==> src/logic/systolic_pkg.sv <==
package systolic_pkg;

    // Array geometry and element width
    localparam int ARRAY_DIM  = 4;
    localparam int DATA_W     = 16;
    localparam int ROW_W      = ARRAY_DIM * DATA_W;
    localparam int ROW_IDX_W  = $clog2(ARRAY_DIM);

    // Start cycle, clear cycle, skew fill and drain of the grid
    localparam int RUN_CYCLES = 3 * ARRAY_DIM;

    typedef logic [DATA_W-1:0] elem_t;

    // Lane 0 sits in the low bits
    typedef elem_t [ARRAY_DIM-1:0] row_t;

    typedef enum logic [1:0] {
        LOAD_WEIGHT,
        LOAD_INPUT,
        LOAD_PARTIAL
    } load_kind_t;

    // One memory-side write of a full row
    typedef struct packed {
        logic                 load;
        load_kind_t           kind;
        logic [ROW_IDX_W-1:0] row;
        row_t                 data;
    } mem_load_t;

    // Strobes from the control unit into the datapath
    typedef struct packed {
        logic [ARRAY_DIM-1:0] input_shift;
        logic [ARRAY_DIM-1:0] ps_shift;
        logic                 mac_clear;
        logic                 mac_enable;
        logic [ROW_IDX_W-1:0] result_col;
        logic                 result_write;
    } run_ctrl_t;

endpackage
==> src/logic/input_skew_fifo.sv <==
`timescale 1ns/1ps

module input_skew_fifo (
    input  logic                clk,
    input  logic                nRST,
    input  logic                load,
    input  systolic_pkg::row_t  load_data,
    input  logic                shift,
    output systolic_pkg::elem_t activation
);
    // Lane 0 is the next activation into the grid
    logic [systolic_pkg::ROW_W-1:0] lanes_q;

    always_ff @(posedge clk or negedge nRST) begin
        if (!nRST) begin
            lanes_q <= '0;
        end else if (load) begin
            lanes_q <= load_data;
        end else if (shift) begin
            // Zero fill from the top so the wavefront drains clean
            lanes_q <= {
                {systolic_pkg::DATA_W{1'b0}},
                lanes_q[systolic_pkg::ROW_W-1:systolic_pkg::DATA_W]
            };
        end
    end

    assign activation = lanes_q[systolic_pkg::DATA_W-1:0];

endmodule

==> config.mk <==
export PLATFORM = sky130hd
export DESIGN_NAME = input_skew_fifo
export DESIGN_NICKNAME = d
export VERILOG_FILES = /design/src/logic/systolic_pkg.sv /design/src/logic/input_skew_fifo.sv
export SDC_FILE = /design/constraint.sdc
export NUM_CORES = 1
export LEC_CHECK = 0
export BUFFER_PORTS_ARGS = -buffer_cell sky130_fd_sc_hd__clkbuf_2
export CORE_UTILIZATION = 52
export CTS_BUF_LIST = sky130_fd_sc_hd__clkbuf_16
export DETAILED_ROUTE_END_ITERATION = 7
export GPL_TIMING_DRIVEN = 0
export PLACE_DENSITY = 0.79
export SYNTH_ARGS = -nofsm -noshare
export SYNTH_HDL_FRONTEND = slang
export SYNTH_SLANG_ARGS = --single-unit
==> constraint.sdc <==
create_clock -name clk -period 0.83 [get_ports clk]
set_input_delay 0.0415 -clock clk [delete_from_list [all_inputs] [get_ports clk]]
set_output_delay 0.0415 -clock clk [all_outputs]
set_load 0.01 [all_outputs]
# ---- Word-level counts from Yosys, hierarchy flattened
# Cells that the tools add are included.
dict set report word_totals {
  out_inout_bits 16
  elab_cells 4
  in_bits 68
  reg_bits 64
}
dict set report op_classes {
  n_reduce_logical 1
  n_mux 2
}
# operator count
set ops {}
lappend ops {{64-bit two-way mux} 2}
lappend ops {{2-bit nonzero test} 1}

# ---- Depth between registers and ports, before layout
dict set report logic_depth {
  word_depth 2
  mapped_depth 5
  mapped_depth_nobuf 2
}

# ---- Worst setup path before layout
# Ideal clock, no wire load.
dict set report synth_path {
  kind {input-to-reg}
  startpoint {input port shift}
  endpoint {register lanes_q[32] in the netlist's numbering}
  path_buffers 2
  arrival_ns 0.580
  required_ns 0.698
  path_slack_ns 0.118
  stages 4
  setup_ns 0.132
  cell_sequence {buf_6 buf_12 mux2i_1 o21ai_1}
}
dict set report synth_via {
  elab_chain_cells 1
}
# element line_no
set synth_rtl {}
lappend synth_rtl {{from (decl)} input_skew_fifo.sv:8} ;# input logic shift,
lappend synth_rtl {{2-bit nonzero test (no line)} n/a}
lappend synth_rtl {{to (signal assigned)} input_skew_fifo.sv:18} ;# lanes_q <= load_data;
lappend synth_rtl {{to (signal assigned)} input_skew_fifo.sv:21} ;# lanes_q <= {
lappend synth_rtl {{to (decl)} input_skew_fifo.sv:12} ;# logic [systolic_pkg::ROW_W-1:0] lanes_q;
# No other way between the ends.
# A chain may end at the register's enable or synchronous reset.

# ---- Final worst setup path
dict set report layout_path {
  startpoint {register lanes_q[2] in the netlist's numbering}
  endpoint {output port activation[2]}
}
# element line_no
set layout_lines {}
lappend layout_lines {{to (decl)} input_skew_fifo.sv:9} ;# output systolic_pkg::elem_t activation
# No word-level cell between the ends.

==> summary.txt <==
Status
  – Status: finished with violations
  – Failing checks: hold timing, setup timing

Timing
  – Fin crit period: 1.009 ns
  – Crit path setup slack, layout: -0.1791 ns
  – Relative slew margins: 41.46%
  – Tightest Pin Transition: 0.8781 ns
  – Max Transition Viols Final: 0
  – TNS Setup: -2.313 ns
  – Endpoints failing setup: 30
  – Final Cycle Share: 121.6%
  – FMAX: 0.9910 GHz
  – Setup skew after layout: 0.005543 ns
  – Final hold slack: -0.1454 ns
  – Fin. Hold Viols: 64
  – RSZ-0062 raised after global routing: true

Placement
  – Port Buffers: 81
  – Placer congestion estimate: 0.8082
  – DP HPWL: 4866 um
  – Placed instance area: 0.003552 mm^2

Synth
  – Post-synthesis register bit count: 64
  – Mux contribution to synthesized area: 15.73%
  – Complex-gate fraction of the synthesized area: 10.49%
  – Synth cell count leaders: dfrtp_1, nand2_1, o21ai_1
  – Largest family of logic cells by synthesized area: multiplexers
  – Xor/xnor share of the synthesized area: 0%
  – Mapped Cells: 293
  – Number of synthesized flops with an enable pin: 0
  – Distinct cells, synth: 11
  – Area fraction of the dominant cell type after synthesis: 52.44%
  – Seq/Total Area, Yosys: 52.44%
  – Syn_area_per_cell: 10.42 um^2
  – Syn Nets: 361
  – Ys async rst share: 100.0%
  – Post-Synth Simple-Gate Area: 11.14%
  – Post-Syn Area: 0.003054 mm^2
  – Yosys top cell by area: dfrtp_1
  – Yosys synthesis warning count: 0
  – Top_reg_cell synth: dfrtp_1
  – Adder-Cell Fraction of Synth Area: 0%
  – Synth top area cells: dfrtp_1, mux2i_1, o21ai_1, nand2_1, buf_4

Layout
  – Area grow syn2layout: 53.46%
  – Fill count: 283
  – Register area: 0.001602 mm^2
  – Antenna diode count: 0
  – Final Cell Area: 0.004687 mm^2
  – Max reg flops: 64
  – Regs by FF count: lanes_q x64
  – Layout cell share with drive strength beyond 1: 30.07%
  – Multi-input gate area: 0.001156 mm^2
  – NumNets Final: 522
  – Register with the most flip-flops: lanes_q

Critical path
  – Worst stage delay on the critical path: 0.40 ns
  – Crit path top cell by count: buf_6
  – RR Endpoint: lanes_q[2]
  – Reg2reg setup slack: -0.15 ns
  – Reg-to-Reg Start: lanes_q[2]
  – Worst path arrival time: 0.97 ns
  – R2R cell count: 4
  – CP Data Required Time: 0.79 ns
  – Crit Path Class: flip-flop to output pin
  – CP Capture Type: output pin
  – Crit Path Max Fanout: 2
  – Critical-path cell list: buf_6 > buf_6
  – CP bufs+invs: 2
  – Crit path max-delay family: flip-flops
  – Startpoint type of the worst setup path: flip-flop
  – Worst path slowest cell: dfrtp_1

Power
  – Leakage: 2.321 nW
  – Sequential power share: 37.6%
  – Switching pwr: 2.395 mW
  – Pwr/cell area: 2062 mW/mm^2
  – Clock power frac: 45.3%
  – Sw Share: 24.79%
  – VDD IR-drop max: 0.001501 V
  – Combinational share of power: 17.0%
  – Pint: 7.267 mW
  – Total power draw: 9.662 mW

Flow run
  – Max cap viols: 0

Detailed routing
  – Total iterations of the first detailed-routing run: 7
  – Initial DRC Count: 309
  – Routed wire per std cell: 17.50 um
  – Total number of vias: 2895
  – Drt via density: 5.452
  – Drc violations: 0
  – Final WL: 9290 um
  – Final ANT Viol Nets: 0

GRT
  – Largest net degree at the start of global routing: 65
  – Remaining Overflow, GRT: 0
  – First-pass GRT wire length: 13790 um
  – Antenna violations before repair: 0
  – Vias in the first global route: 2799
  – Total GRT Usage: 30.04%

Clock tree
  – CTS tree: yes
  – Clk root buf: clkbuf_16
  – CTS Buffer Depth: 2
  – TritonCTS sink count: 64
  – # hold bufs at CTS: 64
  – CTS Buf Count: 9
  – Latest clock arrival within the worst-skew pair: 0.33 ns
  – Clock-pin slew on the worst setup and hold paths: 0.06 ns
  – # H-tree levels: 3

Floorplanning
  – Row Count: 27
  – I/O pin total: 84
  – Die Area: 0.006184 mm^2
  – Core area: 0.005574 mm^2
  – Die Width: 78.64 um
  – Die extent in y: 78.64 um
  – Initial Utilization: 54.79%

Worst hold path
  – Worst Hold Class: primary input to async pin
## layout make-up
| type | instances | share of cell area [%] |
|---|---|---|
| Clock buffer | 9 | 4.805 |
| Sequential cell | 64 | 34.17 |
| Tap cell | 72 | 1.922 |
| Timing Repair Buffer | 160 | 26.35 |
| Multi-Input combinational cell | 192 | 24.67 |
| Clock inverter | 7 | 2.563 |
| Buffer | 27 | 5.526 |
## what timing repair did
item                       CTS  global route
setup endpoints to repair   16            33
buffers inserted            14             1
resized for setup            4            26
pin swaps                    0             0
hold endpoints to repair   128            64
## worst max-delay path by stage
stage | from | to | cells past startpoint
2_1_floorplan | shift | lanes_q[32] | 4
3_3_place_gp | nRST | lanes_q[4] | 1
3_5_place_dp | load | lanes_q[19] | 3
4_1_cts | lanes_q[2] | activation[2] | 2
5_1_grt | lanes_q[11] | activation[11] | 2
6_report | lanes_q[2] | activation[2] | 2
## metal layers
metal,track usage [%],routed length (um),up-vias
li1,-,-,1294
met1,36.36,3647,1408
met2,51.74,4742,165
met3,6.628,666,28
met4,12.04,235,0
met5,0,0,-
## through the flow
stage / utilization (%) / std cells / setup WS (ns)
5_1_grt: 84.09 / 531 / -0.2010
4_1_cts: 82.31 / 530 / -0.1672
3_5_place_dp: 63.73 / 446 / -0.09998
2_1_floorplan: - / 293 / 0.1180
6_report: 84.09 / 531 / -0.1791
3_3_place_gp: 63.68 / 446 / -0.6310
## cell families after synthesis
family,after synthesis
AO/OA/AOI/OAI,64
buffers and inverters,37
flip-flops,64
multiplexers,48
AND/OR/NAND/NOR,80
## placed cells by master (no fill, tap or decap), drive strengths merged
cell	instances
clkbuf	88
clkinvlp	1
bufinv	3
o21ai	64
dfrtp	64
clkinv	3
dlygate4sd3	64
buf	44
mux2i	48
nand2	64
nand2b	16
## worst register-to-register path: stages, from the launching register on
cell and delay, ns:
dfrtp_1 0.40, buf_4 0.15, buf_6 0.10, mux2i_1 0.12, o21ai_1 0.07
## power by group through the flow
stage	combinational (mW)	sequential [mW]	clock (mW)
2_1_floorplan	0.770	3.57	0
3_3_place_gp	1.14	3.63	0
3_5_place_dp	1.17	3.65	0
4_1_cts	1.48	3.59	4.34
5_1_grt	1.77	3.66	4.55
6_report	1.64	3.64	4.38
Note: power is estimated with default switching activity, not from simulation.
