`src/logic/systolic_pkg.sv`:
```
package systolic_pkg;

    // Array geometry and element width
    localparam int ARRAY_DIM  = 4;
    localparam int DATA_W     = 16;
    localparam int ROW_W      = ARRAY_DIM * DATA_W;
    localparam int ROW_IDX_W  = $clog2(ARRAY_DIM);

    // Start cycle, clear cycle, skew fill and drain of the grid
    localparam int RUN_CYCLES = 3 * ARRAY_DIM;

    typedef logic [DATA_W-1:0] elem_t;

    // Lane 0 sits in the low bits
    typedef elem_t [ARRAY_DIM-1:0] row_t;

    typedef enum logic [1:0] {
        LOAD_WEIGHT,
        LOAD_INPUT,
        LOAD_PARTIAL
    } load_kind_t;

    // One memory-side write of a full row
    typedef struct packed {
        logic                 load;
        load_kind_t           kind;
        logic [ROW_IDX_W-1:0] row;
        row_t                 data;
    } mem_load_t;

    // Strobes from the control unit into the datapath
    typedef struct packed {
        logic [ARRAY_DIM-1:0] input_shift;
        logic [ARRAY_DIM-1:0] ps_shift;
        logic                 mac_clear;
        logic                 mac_enable;
        logic [ROW_IDX_W-1:0] result_col;
        logic                 result_write;
    } run_ctrl_t;

endpackage
```
`src/logic/partial_sum_fifo.sv`:
```
`timescale 1ns/1ps

module partial_sum_fifo (
    input  logic                clk,
    input  logic                nRST,
    input  logic                load,
    input  systolic_pkg::row_t  load_data,
    input  logic                shift,
    output systolic_pkg::elem_t partial
);
    // Lane k is P[k][c], released in result row order
    systolic_pkg::row_t lanes_q;

    always_ff @(posedge clk or negedge nRST) begin
        if (!nRST) begin
            lanes_q <= '0;
        end else if (load) begin
            lanes_q <= load_data;
        end else if (shift) begin
            for (int k = 0; k < systolic_pkg::ARRAY_DIM - 1; k++) begin
                lanes_q[k] <= lanes_q[k + 1];
            end
            lanes_q[systolic_pkg::ARRAY_DIM-1] <= '0;
        end
    end

    assign partial = lanes_q[0];

    // Loads are only taken outside a run, shifts only inside one
    a_no_load_shift: assert property (@(posedge clk) disable iff (!nRST)
        !(load && shift));

endmodule

```
`config.mk`:
```
export PLATFORM = sky130hd
export DESIGN_NAME = partial_sum_fifo
export DESIGN_NICKNAME = d
export VERILOG_FILES = /design/src/logic/systolic_pkg.sv /design/src/logic/partial_sum_fifo.sv
export SDC_FILE = /design/constraint.sdc
export NUM_CORES = 1
export LEC_CHECK = 0
export ABC_AREA = 0
export BUFFER_PORTS_ARGS = -buffer_cell sky130_fd_sc_hd__buf_2
export CORE_MARGIN = 2
export CORE_UTILIZATION = 50
export CTS_CLUSTER_DIAMETER = 120
export CTS_CLUSTER_SIZE = 8
export DETAILED_ROUTE_END_ITERATION = 6
export PLACE_DENSITY = 0.77
export RECOVER_POWER = 50
export SYNTH_ARGS = -nofsm -noshare
export SYNTH_HDL_FRONTEND = slang
export SYNTH_SLANG_ARGS = --single-unit
```
`constraint.sdc`:
```
create_clock -name clk -period 0.8 [get_ports clk]
set_clock_uncertainty 0.05 [all_clocks]
set_input_delay 0.08 -clock clk [delete_from_list [all_inputs] [get_ports clk]]
set_output_delay 0.08 -clock clk [all_outputs]
set_load 0.05 [all_outputs]
```
## Word level (Yosys, flattened, before mapping)

Cells that the tools add are included.
Widths: inputs -> output; s select.

- Memories kept: 0
- Output and inout bits: 16
- Logic and storage cells: 7
- Latch bits: 0
- Register bits after elaboration: 64
- ROM bits: 0
- Bits of input ports: 68
- RAM bits: 0

- Shifts and indexed selects: 0
- $add $sub $neg: 0
- Equality and inequality tests: 0
- Magnitude comparators: 0
- $mul: 0
- Bitwise logic cells: 0
- Mux-type cells: 2
- Div/mod/pow operators: 0
- Reductions and logical operators: 1

Operator list:

| operator | number |
|---|---|
| $mux 64 | 2 |
| $reduce_bool 2->1 | 1 |

## Logic depth before layout (Yosys ltp)

Gate-level depths: netlist of run 1.

- Depth after elaboration: 2
- Gate-level depth with buffers: 5
- Depth with buffers taken out: 2

## Worst setup path before layout of run 1

Ideal clock, no wire load.

- Path kind: input port to flip-flop
- From: input port shift
- To: register lanes_q[39] in the netlist's numbering
- Slack: -0.016 ns
- Data required time: 0.629 ns
- Setup time: 0.121 ns
- Stages: 4
- Buffers on the path: 2
- Data arrival time: 0.645 ns
- Cells stage by stage: buf_6 buf_12 mux2i_1 o21ai_2

- Longest elaborated chain between the ends: 1

RTL lines:

| what | line | text |
|---|---|---|
| start: declaration | partial_sum_fifo.sv:8 | `input logic shift,` |
| $reduce_bool 2->1 (no source line) | - |  |
| end signal: assignment | partial_sum_fifo.sv:18 | `lanes_q <= load_data;` |
| end signal: indexed assignment | partial_sum_fifo.sv:21 | `lanes_q[k] <= lanes_q[k + 1];` |
| end: declaration | partial_sum_fifo.sv:12 | `systolic_pkg::row_t lanes_q;` |

Every way passes these cells.
A chain may end at the register's enable or synchronous reset.

## Worst setup path in the final report of run 1

- From: register lanes_q, in the netlist partial[13]
- To: output port partial[13]

RTL lines:

| what | line | text |
|---|---|---|
| end: declaration | partial_sum_fifo.sv:9 | `output systolic_pkg::elem_t partial` |

No word-level cell between the ends.

==> results of run 1 <==
## worst paths after layout
path	startpoint	endpoint	slack, ps	cells after the start
min reg2reg	lanes_q[53]	lanes_q[53]	480	2
min in group clk	load	lanes_q[54]	140	3
min	nRST	lanes_q[58]	80	2
max in group asynchronous	nRST	lanes_q[48]	70	3
max reg2reg	partial[13]	partial[13]	-170	3
max	partial[13]	partial[13]	-260	1
## sequential cells by signal, summed over array words and instances, names as in the netlist
signal	count
lanes_q	48
partial	16
## report_power, final
part | switching, mW | internal (mW)
Combinational | 0.931 | 0.957
Clock | 1.12 | 1.28
Sequential | 0.217 | 3.54
## cell usage after synthesis
| master | count |
|---|---|
| buf_12 | 4 |
| buf_2 | 9 |
| buf_4 | 19 |
| buf_6 | 2 |
| buf_8 | 1 |
| clkbuf_1 | 2 |
| dfrtp_1 | 64 |
| mux2i_1 | 48 |
| nand2_1 | 64 |
| nand2b_1 | 16 |
| o21ai_0 | 4 |
| o21ai_1 | 56 |
| o21ai_2 | 4 |
## routing by layer
layer | up-vias | part of all wire (%) | global-route usage, %
met5 | - | 0 | 0
li1 | 1279 | - | -
met4 | 0 | 3.6 | 12.2
met2 | 89 | 51 | 41.4
met1 | 1224 | 40 | 29.2
met3 | 27 | 4.9 | 5.33
## layout make-up
type	count	area, µm²	share of cell area (%)
well taps	75	93.8	2.08
flip-flops and latches	64	1600	35.5
multi-input cells	192	1170	26.0
repair buffers	178	1480	32.7
clock buffers	15	166	3.69
## what timing repair did
item / CTS / global route
hold buffers: 65 / 0
hold endpoints to repair: 128 / 0
setup buffers: 12 / 3
endpoints found under the setup margin: 18 / 57
resized for setup: 32 / 10
pin swaps: 0 / 3
## cells by family after synthesis
| family | Yosys count | share of synthesized area (%) |
|---|---|---|
| buffers and inverters | 37 | 10.2 |
| and+or+nand+nor | 80 | 11.1 |
| DFF | 64 | 52.2 |
| AOI/OAI and AO/OA | 64 | 10.9 |
| muxes | 48 | 15.6 |
==> flow_summary.ini, run 1 <==
[run_status]
status = complete, but fails checks
violations = negative setup slack

[routing]
vias = 2619
drtPass1Iterations = 4
viasPerCell = 5.00
drtAntennaViolNets = 0
wl_um = 7680
drcViolationCount = 0
avgRoutedWirePerCell_um = 14.7
drtIter0Drc = 148

[synth]
synth_area_mm2 = 0.00307
synth.avg_cell_area_um2 = 10.5
seq_area_frac_synth_pct = 52.2
synth_area_leaders = dfrtp_1 (52%), mux2i_1 (16%), o21ai_1 (9.1%), nand2_1 (7.8%), buf_4 (4.6%)
synth_fp_nets = 361
yosys.area.top_type = dfrtp_1
ys_seq_elements = 64
synth_cell_type_count = 13
yosysWarnings = 0
synthCells = 293
synth_top_area_share_pct = 52.2

[final_layout]
fin_util_pct = 76.2
design_area_mm2 = 0.00451
layout.nets = 513
nFillCells = 403
diodes = 0
final_cell_mix = dlygate4sd3_1 (65), nand2_1 (64), buf_2 (64), dfrtp_1 (64), o21ai_1 (59)
final_common_cell = dlygate4sd3_1
drive_gt1_share_pct = 28.7
synthToLayoutAreaGrowth_pct = 46.9
instances_no_fill = 524

[run]
drv_cap = 0

[grt]
overflow = 0
grt_antenna_before_repair = 0
grt_pass1_vias = 2592
grtUsageTotal_pct = 24.4
grt_pass1_wl_um = 12100
grt_max_degree = 33

[setup_path]
end_kind = output pin
start_kind = flop
critPathKind = flop to output pin
cp.required_ps = 670
crit_family = flip-flops
critPathBufInv = 1
cp_max_fo = 2
slowest_delay_ps = 420
arrival_ps = 930
crit_chain = buf_6
crit_slowest_cell = dfrtp_1

[placed_design]
place_congestion = 0.798
place_area_mm2 = 0.00347
io_buffers = 83
dp.cells = 429
dp.final_hpwl_um = 4430
dp_slack_ps = -113

[sta]
maxSlewHeadroom_pct = 80.9
fmax_ghz = 0.944
hold_slack_ps = 81.3
min_period_ps = 1060
tightest_slew_ps = 287
hold_violations = 0
fin_tns_setup_ps = -5070
finalWorstSetupSlack_ps = -259
slew_viol_final = 0
rsz0062_at_grt = true
fin_crit_sh_pct = 132
report.final.setup_viol = 37

[die]
die-height_um = 82.4
fp-row-count = 28
die_w_um = 82.4
ios = 84
core_mm2 = 0.00592
start_util_pct = 51.9
die_area_mm2 = 0.00678

[cts]
cts_root_buffer = clkbuf_8
clock_latency_ps = 330
clockBufferDepth = 2
cts.reportedPaths.clkPinSlew_ps = 70
cts_tree = built
cts_made_buffers = 9
clock-sinks = 64
htreeDepth = 3

[power_and_ir_drop]
ir_drop_mv = 1.07
power_leakage_nw = 2.22
finalPower_mw = 8.05
p_per_area_mw_per_mm2 = 1780

[min_path]
hold_path.class = primary input to asynchronous set/reset pin
Power figures use the tool's default switching activity.
==> run 2: changes to the inputs <==
==> constraint.sdc (replaced) <==
create_clock -name clk -period 0.8 [get_ports clk]
set_clock_uncertainty 0.05 [all_clocks]
set_input_delay 0 -clock clk [delete_from_list [all_inputs] [get_ports clk]]
set_output_delay 0 -clock clk [all_outputs]
set_load 0.05 [all_outputs]
==> flow_summary.ini, run 2 (synthesized netlist as in run 1, its figures left out) <==
[run_status]
status = complete, but fails checks
violations = negative hold slack, negative setup slack

[placed_design]
place_congestion = 0.767
dp.final_hpwl_um = 4260
io_buffers = 83

[power_and_ir_drop]
ir_drop_mv = 1.19
p_per_area_mw_per_mm2 = 1940
power_leakage_nw = 2.22
finalPower_mw = 8.78

[cts]
clock_latency_ps = 330
clock-sinks = 64
clockBufferDepth = 2
cts_tree = built
cts_made_buffers = 9
cts_root_buffer = clkbuf_8
htreeDepth = 3
cts.reportedPaths.clkPinSlew_ps = 70

[final_layout]
largest_register = lanes_q
layout.nets = 505
final_common_cell = dlygate4sd3_1
synthToLayoutAreaGrowth_pct = 47.2
diodes = 0
final_cell_mix = dlygate4sd3_1 (67), buf_2 (65), nand2_1 (64), dfrtp_1 (64), o21ai_1 (60)
nFillCells = 384
multiInputGateArea_mm2 = 0.00116
drive_gt1_share_pct = 28.1
regArea_mm2 = 0.00160
largest_register_ff_count = 48

[routing]
viasPerCell = 4.87
drtPass1Iterations = 5
drtAntennaViolNets = 0
drcViolationCount = 0
vias = 2516
drtIter0Drc = 141
wl_um = 7080
avgRoutedWirePerCell_um = 13.7

[setup_path]
reg2reg_depth = 3
cp_max_fo = 2
reg2reg_slack_ps = -130
end_kind = output pin
crit_path_end = partial[12]
critPathBufInv = 1
r2r-start = partial[8]
critPathKind = flop to output pin
crit_family = flip-flops
arrival_ps = 910
slowest_delay_ps = 410
reg2reg_to = partial[8]
crit_slowest_cell = dfrtp_1
crit_chain = buf_6
cp.required_ps = 750
start_kind = flop
cp.depth = 1
startpoint = partial[12]

[sta]
hold_slack_ps = -21.4
maxSlewHeadroom_pct = 63.8
fin_tns_setup_ps = -3090
min_period_ps = 962
fin_crit_sh_pct = 120
report.final.setup_viol = 30
rsz0062_at_grt = true
hold_violations = 4
finalWorstSetupSlack_ps = -162
tightest_slew_ps = 543
fmax_ghz = 1.04
slew_viol_final = 0

[min_path]
hold_path.class = primary input to flop

[die]
die_w_um = 82.4
die_area_mm2 = 0.00678
fp-row-count = 28
die-height_um = 82.4
core_mm2 = 0.00592
ios = 84
start_util_pct = 51.9

[grt]
grt_pass1_wl_um = 11400
grt_antenna_before_repair = 0
overflow = 0
grt_pass1_vias = 2468
grt_max_degree = 65
grtUsageTotal_pct = 22.7

[run]
drv_cap = 0
-- run 2: cell count changes in the layout (fill, tap and decap cells not counted) --
| cell | change |
|---|---|
| buf_4 | -10 |
| clkinv_2 | +4 |
| buf_6 | -1 |
| mux2i_4 | -1 |
| o21ai_2 | -1 |
| buf_12 | +1 |
| dlygate4sd3_1 | +2 |
| clkbuf_1 | -5 |
| bufinv_16 | +3 |
| buf_2 | +1 |
| clkbuf_8 | -2 |
| o21ai_1 | +1 |
| mux2i_2 | +1 |
-- run 2: area by class of cell --
type                       instances  area share (%)
clock buffer                       9            2.74
clock inverter                     7            2.44
multi-input combinational        192            25.7
sequential                        64            35.4
tap                               75            2.08
timing repair buffer             170            31.7
-- run 2: what timing repair did --
item	4_1_cts	5_1_grt
cloned	0	0
endpoints found under the hold margin	128	2
hold buffers	65	2
setup endpoints to repair	19	52
setup buffers	8	1
resized for setup	35	5
pin swaps	0	8
-- run 2: per-layer routing --
layer  global-route usage, %  routed length, µm  vias up
met5                       0                  0        -
met4                    8.17                106        0
met3                    4.57                279       12
met2                    36.3               3430       67
met1                    30.9               3260     1167
li1                        -                  -     1270
-- run 2: where the power goes --
group | total, mW | internal (mW) | leakage, nW | switching [mW]
sequential | 3.74 | 3.54 | 0.788 | 0.205
clock | 3.23 | 2.05 | 0.123 | 1.18
combinational | 1.81 | 0.916 | 1.31 | 0.898
-- run 2: stage by stage --
| stage | std cells | instance area [µm²] | util [%] | setup WS [ps] |
|---|---|---|---|---|
| floorplan | 293 | 3070 | - | 63.9 |
| global placement | 425 | 3440 | 58.1 | 7.20 |
| detailed placement | 425 | 3440 | 58.1 | -33.6 |
| CTS | 514 | 4490 | 75.8 | -158 |
| global route | 517 | 4520 | 76.4 | -184 |
| finish | 517 | 4520 | 76.4 | -162 |
-- run 2: worst min path at each step --
stage	slack [ps]	endpoint	from	cells past startpoint
2_1_floorplan	-350	lanes_q[16]	nRST	0
3_3_place_gp	-10	lanes_q[58]	nRST	2
3_5_place_dp	-5	lanes_q[58]	nRST	2
4_1_cts	-30	lanes_q[61]	load	3
5_1_grt	0.4	lanes_q[62]	load	3
6_report	-20	lanes_q[62]	load	3
==> run 3: changes to the inputs <==
BUFFER_PORTS_ARGS = not set   (was -buffer_cell sky130_fd_sc_hd__buf_2)
DONT_BUFFER_PORTS = 1   (was not set)
PLACE_DENSITY = not set   (was 0.77)
==> flow_summary.ini, run 3 (synthesized netlist as in run 1, its figures left out) <==
[setup_path]
crit_chain = buf_6
r2r-start = partial[4]
arrival_ps = 890
crit_family = flip-flops
end_kind = output pin
cp.depth = 1
critPathKind = flop to output pin
cp_max_fo = 2
critPathBufInv = 1
cp.required_ps = 750
reg2reg_depth = 3
reg2reg_to = partial[4]
slowest_delay_ps = 400
reg2reg_slack_ps = -100
crit_slowest_cell = dfrtp_1
start_kind = flop

[sta]
fin_tns_setup_ps = -2800
rsz0062_at_grt = true
finalWorstSetupSlack_ps = -140
min_period_ps = 940
maxSlewHeadroom_pct = 87.7
fin_crit_sh_pct = 118
slew_viol_final = 0
fmax_ghz = 1.06
hold_slack_ps = -690
hold_violations = 128
tightest_slew_ps = 179
report.final.setup_viol = 28

[grt]
grt_pass1_wl_um = 8940
grt_max_degree = 129
grtUsageTotal_pct = 18.0
grt_antenna_before_repair = 0
grt_pass1_vias = 1739
overflow = 0

[final_layout]
drive_gt1_share_pct = 15.1
layout.nets = 362
multiInputGateArea_mm2 = 0.00116
regArea_mm2 = 0.00160
diodes = 0
design_area_mm2 = 0.00331
largest_register_ff_count = 48
synthToLayoutAreaGrowth_pct = 7.78
final_cell_mix = nand2_1 (64), dfrtp_1 (64), o21ai_1 (60)
largest_register = lanes_q
nFillCells = 538

[min_path]
hold_path.class = primary input to asynchronous set/reset pin

[die]
fp-row-count = 28
die_area_mm2 = 0.00678
ios = 84
die-height_um = 82.4
core_mm2 = 0.00592
start_util_pct = 51.9
die_w_um = 82.4

[routing]
met2WireLength_um = 2230
met3_length_um = 343
wl_met1_um = 2970
wl_um = 5630
drtIter0Drc = 190
viasPerCell = 5.18
avgRoutedWirePerCell_um = 15.1
top_layer = met4
vias = 1934
drcViolationCount = 0
drtAntennaViolNets = 0
drtPass1Iterations = 4

[cts]
cts_made_buffers = 9
cts.reportedPaths.clkPinSlew_ps = 70
cts_tree = built
cts_root_buffer = clkbuf_8
clock_latency_ps = 330
clockBufferDepth = 2
clock-sinks = 64
htreeDepth = 3

[power_and_ir_drop]
switching_share_pct = 25.5
p_per_area_mw_per_mm2 = 2260
finalPower_mw = 7.47
power_frac_clock_pct = 35.7
intPower_mw = 5.56
combPwrFrac_pct = 14.3
ir_drop_mv = 1.21
seqPwrFrac_pct = 50.0
switching_power_mw = 1.90
power_leakage_nw = 1.57

[placed_design]
io_buffers = 0
place_congestion = 0.679
place_area_mm2 = 0.00297

[run]
drv_cap = 0

[run_status]
status = complete, but fails checks
violations = negative hold slack, negative setup slack
[run 3: stage by stage]
| step | std cells | utilization (%) | setup WS (ps) |
|---|---|---|---|
| final | 373 | 55.9 | -140 |
| after global routing | 373 | 55.9 | -181 |
| after CTS | 370 | 55.4 | -153 |
| after detailed placement | 347 | 50.2 | 14.1 |
| after global placement | 347 | 50.2 | 20.8 |
| after floorplan | 293 | - | 63.9 |
[run 3: worst max path at each step]
stage | from | slack [ps] | to
floorplan | shift | 60 | lanes_q[39]
global placement | lanes_q[59] | 20 | lanes_q[43]
detailed placement | lanes_q[20] | 10 | partial[4]
CTS | partial[10] | -150 | partial[10]
global route | partial[14] | -180 | partial[14]
finish | partial[12] | -140 | partial[12]
[run 3: final cells by class]
class,instances,share of cell area (%)
flip-flops and latches,64,48.4
multi-input cells,192,35.0
well taps,75,2.84
clock inverters,3,1.29
repair buffers,27,8.05
clock buffers,12,4.39
[run 3: what timing repair did]
action,4_1_cts,5_1_grt
gates resized for setup,16,6
gates cloned,0,0
endpoints found under the setup margin,17,48
endpoints found under the hold margin,128,128
pin swaps,0,3
setup buffers,8,3
[run 3: layer usage]
metal / GRT usage (%) / vias up
met1: 29.9 / 885
met2: 21.1 / 66
met5: 0 / -
li1: - / 974
met4: 9.50 / 0
met3: 3.48 / 9
[run 3: power groups by stage]
| stage | registers, mW | clock network [mW] | logic, mW |
|---|---|---|---|
| 3_3_place_gp | 3.77 | 0 | 0.914 |
| 6_report | 3.73 | 2.67 | 1.07 |
| 5_1_grt | 3.77 | 2.92 | 1.17 |
| 2_1_floorplan | 3.71 | 0 | 1.08 |
| 4_1_cts | 3.73 | 2.75 | 1.05 |
| 3_5_place_dp | 3.78 | 0 | 0.933 |
