<file path="src/logic/systolic_pkg.sv">
package systolic_pkg;

    // Array geometry and element width
    localparam int ARRAY_DIM  = 4;
    localparam int DATA_W     = 16;
    localparam int ROW_W      = ARRAY_DIM * DATA_W;
    localparam int ROW_IDX_W  = $clog2(ARRAY_DIM);

    // Start cycle, clear cycle, skew fill and drain of the grid
    localparam int RUN_CYCLES = 3 * ARRAY_DIM;

    typedef logic [DATA_W-1:0] elem_t;

    // Lane 0 sits in the low bits
    typedef elem_t [ARRAY_DIM-1:0] row_t;

    typedef enum logic [1:0] {
        LOAD_WEIGHT,
        LOAD_INPUT,
        LOAD_PARTIAL
    } load_kind_t;

    // One memory-side write of a full row
    typedef struct packed {
        logic                 load;
        load_kind_t           kind;
        logic [ROW_IDX_W-1:0] row;
        row_t                 data;
    } mem_load_t;

    // Strobes from the control unit into the datapath
    typedef struct packed {
        logic [ARRAY_DIM-1:0] input_shift;
        logic [ARRAY_DIM-1:0] ps_shift;
        logic                 mac_clear;
        logic                 mac_enable;
        logic [ROW_IDX_W-1:0] result_col;
        logic                 result_write;
    } run_ctrl_t;

endpackage
</file>
<file path="src/logic/result_stage.sv">
`timescale 1ns/1ps

module result_stage (
    input  logic                               clk,
    input  logic                               nRST,
    input  systolic_pkg::row_t                 partials,
    input  systolic_pkg::row_t                 column_sums,
    input  logic                               write,
    input  logic [systolic_pkg::ROW_IDX_W-1:0] write_col,
    input  logic [systolic_pkg::ROW_IDX_W-1:0] result_row,
    output systolic_pkg::row_t                 result_data
);
    systolic_pkg::row_t                 result_q [systolic_pkg::ARRAY_DIM];
    systolic_pkg::row_t                 total;
    // Per column write tracker, columns start one cycle apart
    logic [systolic_pkg::ARRAY_DIM-1:0] col_active;
    logic [systolic_pkg::ROW_IDX_W-1:0] col_row [systolic_pkg::ARRAY_DIM];

    always_comb begin
        for (int c = 0; c < systolic_pkg::ARRAY_DIM; c++) begin
            total[c] = column_sums[c] + partials[c];
        end
    end

    always_ff @(posedge clk or negedge nRST) begin
        if (!nRST) begin
            result_q   <= '{default: '0};
            col_active <= '0;
            col_row    <= '{default: '0};
        end else begin
            for (int c = 0; c < systolic_pkg::ARRAY_DIM; c++) begin
                if (write && int'(write_col) == c) begin
                    // First row of this column is at the grid bottom now
                    result_q[0][c] <= total[c];
                    col_active[c]  <= 1'b1;
                    col_row[c]     <= 1;
                end else if (col_active[c]) begin
                    result_q[col_row[c]][c] <= total[c];
                    col_row[c]              <= col_row[c] + 1'b1;
                    if (int'(col_row[c]) == systolic_pkg::ARRAY_DIM - 1) begin
                        col_active[c] <= 1'b0;
                    end
                end
            end
        end
    end

    assign result_data = result_q[result_row];

    a_write_col_known: assert property (@(posedge clk) disable iff (!nRST)
        write |-> !$isunknown(write_col));

endmodule

</file>
<file path="config.mk">
export PLATFORM = sky130hd
export DESIGN_NAME = result_stage
export DESIGN_NICKNAME = d
export VERILOG_FILES = /design/src/logic/systolic_pkg.sv /design/src/logic/result_stage.sv
export SDC_FILE = /design/constraint.sdc
export NUM_CORES = 1
export LEC_CHECK = 0
export ABC_AREA = 1
export BUFFER_PORTS_ARGS = -buffer_cell sky130_fd_sc_hd__buf_4
export CAP_MARGIN = 40
export CELL_PAD_IN_SITES_DETAIL_PLACEMENT = 1
export CELL_PAD_IN_SITES_GLOBAL_PLACEMENT = 1
export CORE_MARGIN = 8
export CORE_UTILIZATION = 46
export DETAILED_ROUTE_END_ITERATION = 7
export GPL_TIMING_DRIVEN = 0
export PLACE_DENSITY_LB_ADDON = 0.1
export SETUP_SLACK_MARGIN = 0.5
export SYNTH_ARGS = -nofsm -noshare
export SYNTH_HDL_FRONTEND = slang
export SYNTH_SLANG_ARGS = --single-unit
</file>
<file path="constraint.sdc">
create_clock -name clk -period 2.2 [get_ports clk]
set_input_delay 0.44 -clock clk [delete_from_list [all_inputs] [get_ports clk]]
set_output_delay 0.44 -clock clk [all_outputs]
set_load 0.01 [all_outputs]
</file>
## Yosys cells after proc, flatten, opt, wreduce, memory -nomap -nowiden

Cells that the tools add are included.

| storage, ports and cells | value |
|---|---|
| register bits after elaboration | 268 |
| input bits | 135 |
| output and inout port bits | 64 |
| word-level logic and storage cells | 113 |

| cells by class | value |
|---|---|
| add/sub/neg operators | 8 |
| magnitude comparators | 9 |
| equality and inequality tests | 7 |
| mux-type cells | 50 |
| bitwise logic cells | 5 |
| reduce and logical (&&, ||, !) cells | 13 |

Operators with widths:

| kind | count |
|---|---|
| $bwmux W256 | 4 |
| $mux W256 | 4 |
| $demux W64 S2 | 4 |
| $mux W240 | 1 |
| $mux W224 | 1 |
| $mux W208 | 1 |
| $mux W192 | 1 |
| $mux W64 | 3 |
| $bmux W64 S2 | 1 |
| $mux W16 | 6 |
| $mux W48 | 2 |
| $add A16 B16 Y16 | 4 |
| $mux W32 | 2 |
| $mux W2 | 8 |
| $ge A3 B3 Y1 const B | 5 |
| $not A2 Y3 | 5 |
| $lt A3 B1 Y1 const B | 4 |
| $mux W1 | 12 |
| $eq A2 B1 Y1 const B | 5 |
| $add A2 B1 Y2 const B | 4 |
| $logic_and A1 B1 Y1 | 8 |
| $reduce_bool A2 Y1 | 4 |
| $eq A2 B2 Y1 const B | 2 |
| $logic_not A2 Y1 | 1 |

## Logic depth before layout (Yosys ltp)

Gate-level depths: netlist of run 1.

| logic depth | value |
|---|---|
| depth after elaboration | 17 |
| depth in mapped cells | 12 |

## Worst setup path before layout of run 1

No wires, ideal clock.

| timing path | value |
|---|---|
| path type | in2reg |
| start point | input port partials[16] in the netlist's numbering |
| end point | register result_q[22] in the netlist's numbering |
| setup time | 0.117 ns |
| arrival | 1.727 ns |
| path slack | 0.356 ns |
| stages | 9 |
| cells stage by stage | ha_1 > fa_1 > nand2_1 > nand2_1 > nand3_1 > nand2_1 > or2_2 > nand3_1 > nand2_1 |

| on the way | value |
|---|---|
| word-level cells in the longest chain between the ends | 10 |

Ends and longest elaborated chain:

| element | RTL line | text |
|---|---|---|
| start: declaration | result_stage.sv:6 | `input systolic_pkg::row_t partials,` |
| $add A16 B16 Y16 (*) | result_stage.sv:21 | `total[c] = column_sums[c] + partials[c];` |
| $bwmux W256 (*) | result_stage.sv:38 | `result_q[col_row[c]][c] <= total[c];` |
| $mux W256 (*) | result_stage.sv:37 | `end else if (col_active[c]) begin` |
| $mux W208 (*) | result_stage.sv:32 | `if (write && int'(write_col) == c) begin` |
| $bwmux W256 | result_stage.sv:38 |  |
| $mux W256 | result_stage.sv:37 |  |
| $mux W224 (*) | result_stage.sv:32 |  |
| $bwmux W256 | result_stage.sv:38 |  |
| $mux W256 | result_stage.sv:37 |  |
| $mux W240 (*) | result_stage.sv:32 |  |
| end signal: indexed assignment | result_stage.sv:34 | `result_q[0][c] <= total[c];` |
| end signal: indexed assignment | result_stage.sv:38 |  |
| end: declaration | result_stage.sv:13 | `systolic_pkg::row_t result_q [systolic_pkg::ARRAY_DIM];` |

Every way passes the cells marked *; elsewhere a longest branch is shown, timed or not.
A chain may end at the register's enable or synchronous reset.

==> results of run 1 <==
final timing paths:
kind	endpoint	slack (ns)	depth (start not counted)	from
worst max-delay path	result_data[19]	0.31	7	result_row[0]
worst min-delay path	col_row[0]	0.24	3	write_col[1]
worst max register to register	result_q[199]	0.59	8	col_row[6]
worst min register to register	result_q[200]	0.48	2	result_q[200]
max in group asynchronous	result_q[11]	0.84	3	nRST
min in group asynchronous	result_q[250]	0.37	2	nRST
power breakdown:
| part | total, mW | switching [mW] | internal [mW] | leakage (nW) |
|---|---|---|---|---|
| Sequential | 9.16 | 1.82 | 7.34 | 3.31 |
| Clock | 5.18 | 2.18 | 3.00 | 0.498 |
| Combinational | 10.1 | 6.05 | 4.08 | 7.44 |
layer usage:
metal	share of wire	wire [um]
met5	0	0
met4	0.038	2251
met3	0.047	2809
met2	0.51	30440
met1	0.41	24270
flip-flops by register name (all words and copies together) (netlist names):
register and cells:
col_active 4, col_row 8, result_q 256
cell usage after synthesis (6+ instances only):
cell type,number,share of area
nand2_1,840,0.20
a21oi_1,30,0.0095
buf_2,49,0.016
ha_1,76,0.060
nand3b_1,10,0.0048
dfrtp_1,268,0.43
o22ai_1,64,0.025
inv_1,191,0.045
nor3_1,12,0.0038
nor2_1,166,0.040
xnor2_1,15,0.0083
clkbuf_1,25,0.0060
inv_2,7,0.0017
xor2_1,7,0.0039
nand3_1,175,0.056
buf_4,6,0.0029
o21ai_0,207,0.066
final cells by class:
class	instances	share of cell area
Tap cell	455	0.02701
Inverter	201	0.03758
Sequential cell	268	0.3182
Clock inverter	14	0.006114
Timing Repair Buffer	262	0.1022
Buffer	85	0.04393
Antenna cell	1	0.0001187
Clock buffer	41	0.04143
Multi-Input combinational cell	1635	0.4235
worst min-delay path, cell delays in order:
cell and delay (ns):
buf_4 0.14, nand3_2 0.11, nand3_1 0.08
kinds of logic (layout without fill, tap and decap cells):
logic type	after synthesis	after routing	share of synthesized area
DFF	268	268	0.4254
and+or+nand+nor	1228	1228	0.3163
other	0	1	0
xor gates and xnor gates	26	26	0.01635
AOI/OAI and AO/OA	301	301	0.1006
adders and majority gates	80	80	0.06539
buffers and inverters	286	603	0.07595
through the flow:
| stage | setup TNS, ns | std cells | total power, mW | worst slack, ns |
|---|---|---|---|---|
| 2_1_floorplan | 0 | 2189 | 13.96 | 0.5043 |
| 3_3_place_gp | -439.60 | 2841 | 16.52 | -1.655 |
| 3_5_place_dp | -3.165 | 2843 | 17.16 | -0.1355 |
| 4_1_cts | 0 | 2927 | 23.14 | 0.3331 |
| 5_1_grt | 0 | 2962 | 25.83 | 0.3073 |
| 6_report | 0 | 2962 | 24.46 | 0.3103 |
cell usage in the layout (no fill, tap or decap), types with 16 or more instances in the layout:
cell type / n
nand2_1: 838
dfrtp_1: 268
buf_4: 252
inv_1: 191
nand3_1: 174
nor2_1: 111
o21ai_2: 101
o21ai_0: 79
ha_1: 74
o22ai_2: 54
nor2_2: 53
clkbuf_16: 42
buf_2: 31
a21oi_1: 30
o21ai_1: 16
timing repair:
item / CTS / global route
hold buffers: 1 / 0
setup endpoints to repair: 85 / 85
gates resized for setup: 357 / 120
setup buffers: 24 / 28
cloned: 4 / 6
endpoints found under the hold margin: 46 / 0
pin swaps: 68 / 36
==> metrics.md, run 1 <==
| Metric | Value |
|---|---|
| Reg clk slew, reported paths | `0.06 ns` |
| Fmax | `529.2 MHz` |
| Busiest grt layer | `met2` |
| Post-synth top flop | `dfrtp_1` |
| Cell variety after synth | `34` |
| Layout cell share with drive strength beyond 1 | `0.2618` |
| Layout Skew | `0.02111 ns` |
| Final Hold Violating Endpoints | `0` |
| Min-delay worst type | `in2reg` |
| FP Rows | `68` |
| Worst slew pin tran | `0.6488 ns` |
| Req. time, crit path | `1.76 ns` |
| Gr usage total | `0.2742` |
| IO Count | `199` |
| Warnings, synthesis | `0` |
| Met1 Use GR | `0.3320` |
| Async SR Flop Fraction | `1.000` |
| Root Driver | `clkbuf_16` |
| Top delay family on crit path | `buffers and inverters` |
| P_leak | `11.25 nW` |
| Clock sink count | `268` |
| Number of enable flip-flop cells after synthesis | `0` |
| Crit path buf inv count | `5` |
| WS Path Type | `in2out` |
| Post-Synthesis Cell Area | `15,770 um2` |
| Drt pass-1 iters | `5` |
| Initial antenna violation count | `1` |
| Area of the multi-input gates | `8926 um2` |
| Die Ht | `201.1 um` |
| Wire per inst | `20.18 um` |
| DR vias | `16.53k` |
| Power Density | `1161 nW/um2` |
| Port bufs | `197` |
| Critical Path End Type | `primary output` |
| Min Hold Slack | `0.2448 ns` |
| FF+latch count, synth | `268` |
| Finished Cell Area | `21,080 um2` |
| Max-slew violations | `0` |
| Pin count of the biggest net entering global routing | `115` |
| Clk Latency, worst-skew pair | `0.57 ns` |
| CP Launch Type | `input pin` |
| Area delta synth->final | `33.69%` |
| Status | `completed` |
| Routed vias/inst | `5.579` |
| Die X | `201.1 um` |
| Remaining Overflow, GRT | `0` |
| Relative slew slack | `0.5675` |
| RSZ-0062 raised after global routing | `true` |
| Final setup viols | `0` |
| DP Area | `18,170 um2` |
| DRT Wirelength | `59,770 um` |
| Slowest-stage cell, CP | `o22ai_2` |
| H-Tree Depth | `1` |
| HPWL Detailed | `38,560 um` |
| Routing usage on met2 | `0.4906` |
| Starting Density | `0.4621` |
| CTS max path bufs | `3` |
| Worst path max stage delay | `0.26 ns` |
| Tcrit/Tclk final | `0.8590` |
| Number of global-route vias before repair | `17.78k` |
| CP dominant cell by count | `buf_12` |
| # fillers | `4,240` |
| Core Region | `34,120 um2` |
| Die Footprint | `40,460 um2` |
| Post-Route Utilization | `0.6178` |
| Crit path DAT | `1.45 ns` |
| Cell count after synthesis | `2,189` |
| Worst-path cell chain | `buf_12 -> clkinv_8 -> buf_16 -> buf_12 -> nor2_2 -> o22ai_2 -> buf_4` |
| Syn Nets | `2,404` |
| Synthesized area per cell | `7.203 um2` |
| Placer's final routability congestion estimate | `0.8549` |
| First-pass GRT wire length | `92,070 um` |
| Tmin final | `1.890 ns` |
| Peak supply drop | `644.3 uV` |
| CTS Buf Count | `30` |
| CTS tree | `done` |
| Crit-path max FO | `7` |
| Global Route met3 Usage | `0.03442` |
| DRT iter0 DRCs | `1,106` |
| Fin nets | `2,698` |
| Remaining DRCs | `0` |
| DRT antenna net count | `0` |
| Register area share after synthesis | `0.4254` |
| Number of max-cap violations | `0` |
| Seq. cell area | `6706 um2` |
(Power assumes the default switching activity.)
==> run 2, diff against run 1 <==
Clock period 2.2 ns to 2.21 ns, I/O delays scaled along.
==> metrics.md, run 2 (same netlist as run 1, synthesis figures left out) <==
| Metric | Value |
|---|---|
| Min Hold Slack | `0.2693 ns (was 0.2448 ns)` |
| CP Launch Type | `flop (was input pin)` |
| CTS Buf Count | `30 (unchanged)` |
| Die Ht | `201.1 um (unchanged)` |
| Number of max-cap violations | `0 (unchanged)` |
| CP endpoint | `result_data[39] (was result_data[19])` |
| Largest Register | `result_q (unchanged)` |
| DRT antenna net count | `0 (unchanged)` |
| Slowest-stage cell, CP | `dfrtp_1 (was o22ai_2)` |
| Tmin final | `1.875 ns` |
| Layout cell share with drive strength beyond 1 | `0.2341 (was 0.2618)` |
| P_int | `13.95 mW (was 14.42 mW)` |
| Area delta synth->final | `32.23% (was 33.69%)` |
| FP Rows | `68 (unchanged)` |
| HPWL Detailed | `38,920 um (was 38,560 um)` |
| RSZ-0062 raised after global routing | `true (unchanged)` |
| Relative slew slack | `0.5594 (was 0.5675)` |
| Total negative slack | `0 ns (unchanged)` |
| Commonest non-fill, non-tap cell in the layout | `nand2_1 (unchanged)` |
| Routed vias/inst | `5.624 (was 5.579)` |
| Tcrit/Tclk final | `0.8483` |
| Remaining Overflow, GRT | `0 (unchanged)` |
| Port bufs | `197 (unchanged)` |
| Clk Latency, worst-skew pair | `0.56 ns (was 0.57 ns)` |
| Fmax | `533.4 MHz` |
| Starting Density | `0.4621 (unchanged)` |
| P_leak | `11.19 nW (was 11.25 nW)` |
| R2r setup slk | `0.52 ns (was 0.59 ns)` |
| RR Startpoint | `col_row[0] (was col_row[6])` |
| Worst slew pin tran | `0.6610 ns (was 0.6488 ns)` |
| CTS max path bufs | `3 (unchanged)` |
| WS Path Type | `reg2out (was in2out)` |
| Placer's final routability congestion estimate | `0.8386 (was 0.8549)` |
| DR vias | `16.61k (was 16.53k)` |
| Root Driver | `clkbuf_16 (unchanged)` |
| Sw Share | `0.4141 (was 0.4106)` |
| Seq pwr share | `0.380 (was 0.374)` |
| Comb pwr share | `0.417 (was 0.414)` |
| Pin count of the biggest net entering global routing | `120 (was 115)` |
| Req. time, crit path | `1.77 ns (was 1.76 ns)` |
| Clock sink count | `268 (unchanged)` |
| Most frequent cells in the layout | `838 x nand2_1, 268 x dfrtp_1, 237 x buf_4 (was 838 x nand2_1, 268 x dfrtp_1, 252 x buf_4)` |
| Die Footprint | `40,460 um2 (unchanged)` |
| Min-delay worst type | `in2reg (unchanged)` |
| First-pass GRT wire length | `91,450 um (was 92,070 um)` |
| Layout Skew | `0.01008 ns (was 0.02111 ns)` |
| Worst r2r dst | `result_q[246] (was result_q[199])` |
| Wire per inst | `20.96 um (was 20.18 um)` |
| Initial antenna violation count | `0 (was 1)` |
| Reg2reg path depth | `8 (unchanged)` |
| H-Tree Depth | `1 (unchanged)` |
| Regs by FF count | `result_q: 256 flops, col_row: 8 flops, col_active: 4 flops (unchanged)` |
| DRT Wirelength | `61,920 um (was 59,770 um)` |
| Reg clk slew, reported paths | `0.06 ns (about the same)` |
| CTS tree | `done (unchanged)` |
| Remaining DRCs | `0 (unchanged)` |
| Final Hold Violating Endpoints | `0 (unchanged)` |
| Critical Path End Type | `primary output (unchanged)` |
| DRT iter0 DRCs | `1,175 (was 1,106)` |
| Die X | `201.1 um (unchanged)` |
| Number of global-route vias before repair | `17.66k (was 17.78k)` |
| Worst Setup SP | `result_q[167] (was result_row[0])` |
| Net Sw Power | `9.863 mW (was 10.04 mW)` |
| Worst path max stage delay | `0.41 ns (was 0.26 ns)` |
| # fillers | `4,223 (was 4,240)` |
| Peak supply drop | `694.4 uV (was 644.3 uV)` |
| Diodes inserted | `0 (was 1)` |
| Crit path DAT | `1.43 ns (was 1.45 ns)` |
| Fin nets | `2,693 (was 2,698)` |
| Drt pass-1 iters | `5 (unchanged)` |
| Max-slew violations | `0 (unchanged)` |
| Clock power frac | `0.203 (was 0.212)` |
| Power Density | `1142 nW/um2 (was 1161 nW/um2)` |
| Status | `completed (unchanged)` |
| Worst-path cell chain | `o21ai_2 -> o22ai_2 -> buf_4 (was buf_12 -> clkinv_8 -> buf_16 -> buf_12 -> nor2_2 -> o22ai_2 -> buf_4)` |
| Gr usage total | `0.2728 (was 0.2742)` |
| Core Region | `34,120 um2 (unchanged)` |
| Largest register FFs | `256 (unchanged)` |
| Total power | `23.82 mW (was 24.46 mW)` |
| Post-Route Utilization | `0.6110 (was 0.6178)` |
| Final setup viols | `0 (unchanged)` |
| Crit-path max FO | `2 (was 7)` |
| IO Count | `199 (unchanged)` |
==> run 2: worst max-delay path: cells and delay by family (launching register included) <==
family | cells | cell delay (ns)
flip-flops | 1 | 0.41
AO/OA/AOI/OAI | 2 | 0.30
buffers and inverters | 1 | 0.16
==> run 2: through the flow <==
| stage | instances | cell area, um2 | setup WS, ns |
|---|---|---|---|
| after floorplan | 2189 | 15810 | 0.4951 |
| after global placement | 2841 | 17850 | -1.675 |
| after detailed placement | 2843 | 17920 | -0.1714 |
| after CTS | 2918 | 19940 | 0.3590 |
| after global routing | 2954 | 20850 | 0.2739 |
| final | 2954 | 20850 | 0.3353 |
==> run 2: power groups by stage <==
stage | Sequential [mW] | Combinational, mW | Clock, mW
detailed placement | 8.64 | 8.26 | 0
CTS | 8.70 | 8.94 | 4.82
global placement | 8.49 | 7.77 | 0
global route | 9.23 | 10.9 | 5.03
floorplan | 8.24 | 5.45 | 0
finish | 9.06 | 9.92 | 4.84
==> run 2: final cells by class <==
class | instances | area (um2) | area share
Clock inverter | 6 | 32.53 | 0.001560
Clock buffer | 47 | 895.9 | 0.04297
Sequential cell | 268 | 6706 | 0.3217
Buffer | 85 | 918.4 | 0.04405
Inverter | 201 | 793.3 | 0.03805
Multi-Input combinational cell | 1635 | 8665 | 0.4156
Timing Repair Buffer | 257 | 2267 | 0.1088
Tap cell | 455 | 569.3 | 0.02731
==> run 2: routing by layer <==
layer  track usage  wire length, um  vias up
met3       0.03586             2878      168
met4       0.07963             2051        0
met2        0.4918            31720      522
met5             0                0        -
li1              -                -     7582
met1        0.3361            25270     8341
==> run 2: worst min-delay path by stage <==
stage	from	endpoint	cells past startpoint	slack, ns
final	write_col[1]	col_active[3]	3	0.27
after floorplan	nRST	col_active[0]	0	0.15
after CTS	write_col[1]	col_row[0]	3	0.26
after detailed placement	nRST	result_q[58]	1	0.46
after global routing	write_col[1]	col_active[3]	3	0.28
after global placement	result_q[168]	result_q[168]	2	0.46
==> run 2: timing repair <==
action,CTS,global route
pin swaps,58,61
hold buffers,1,0
setup buffers,14,23
hold endpoints to repair,72,0
gates cloned,7,13
endpoints found under the setup margin,84,76
resized for setup,321,133
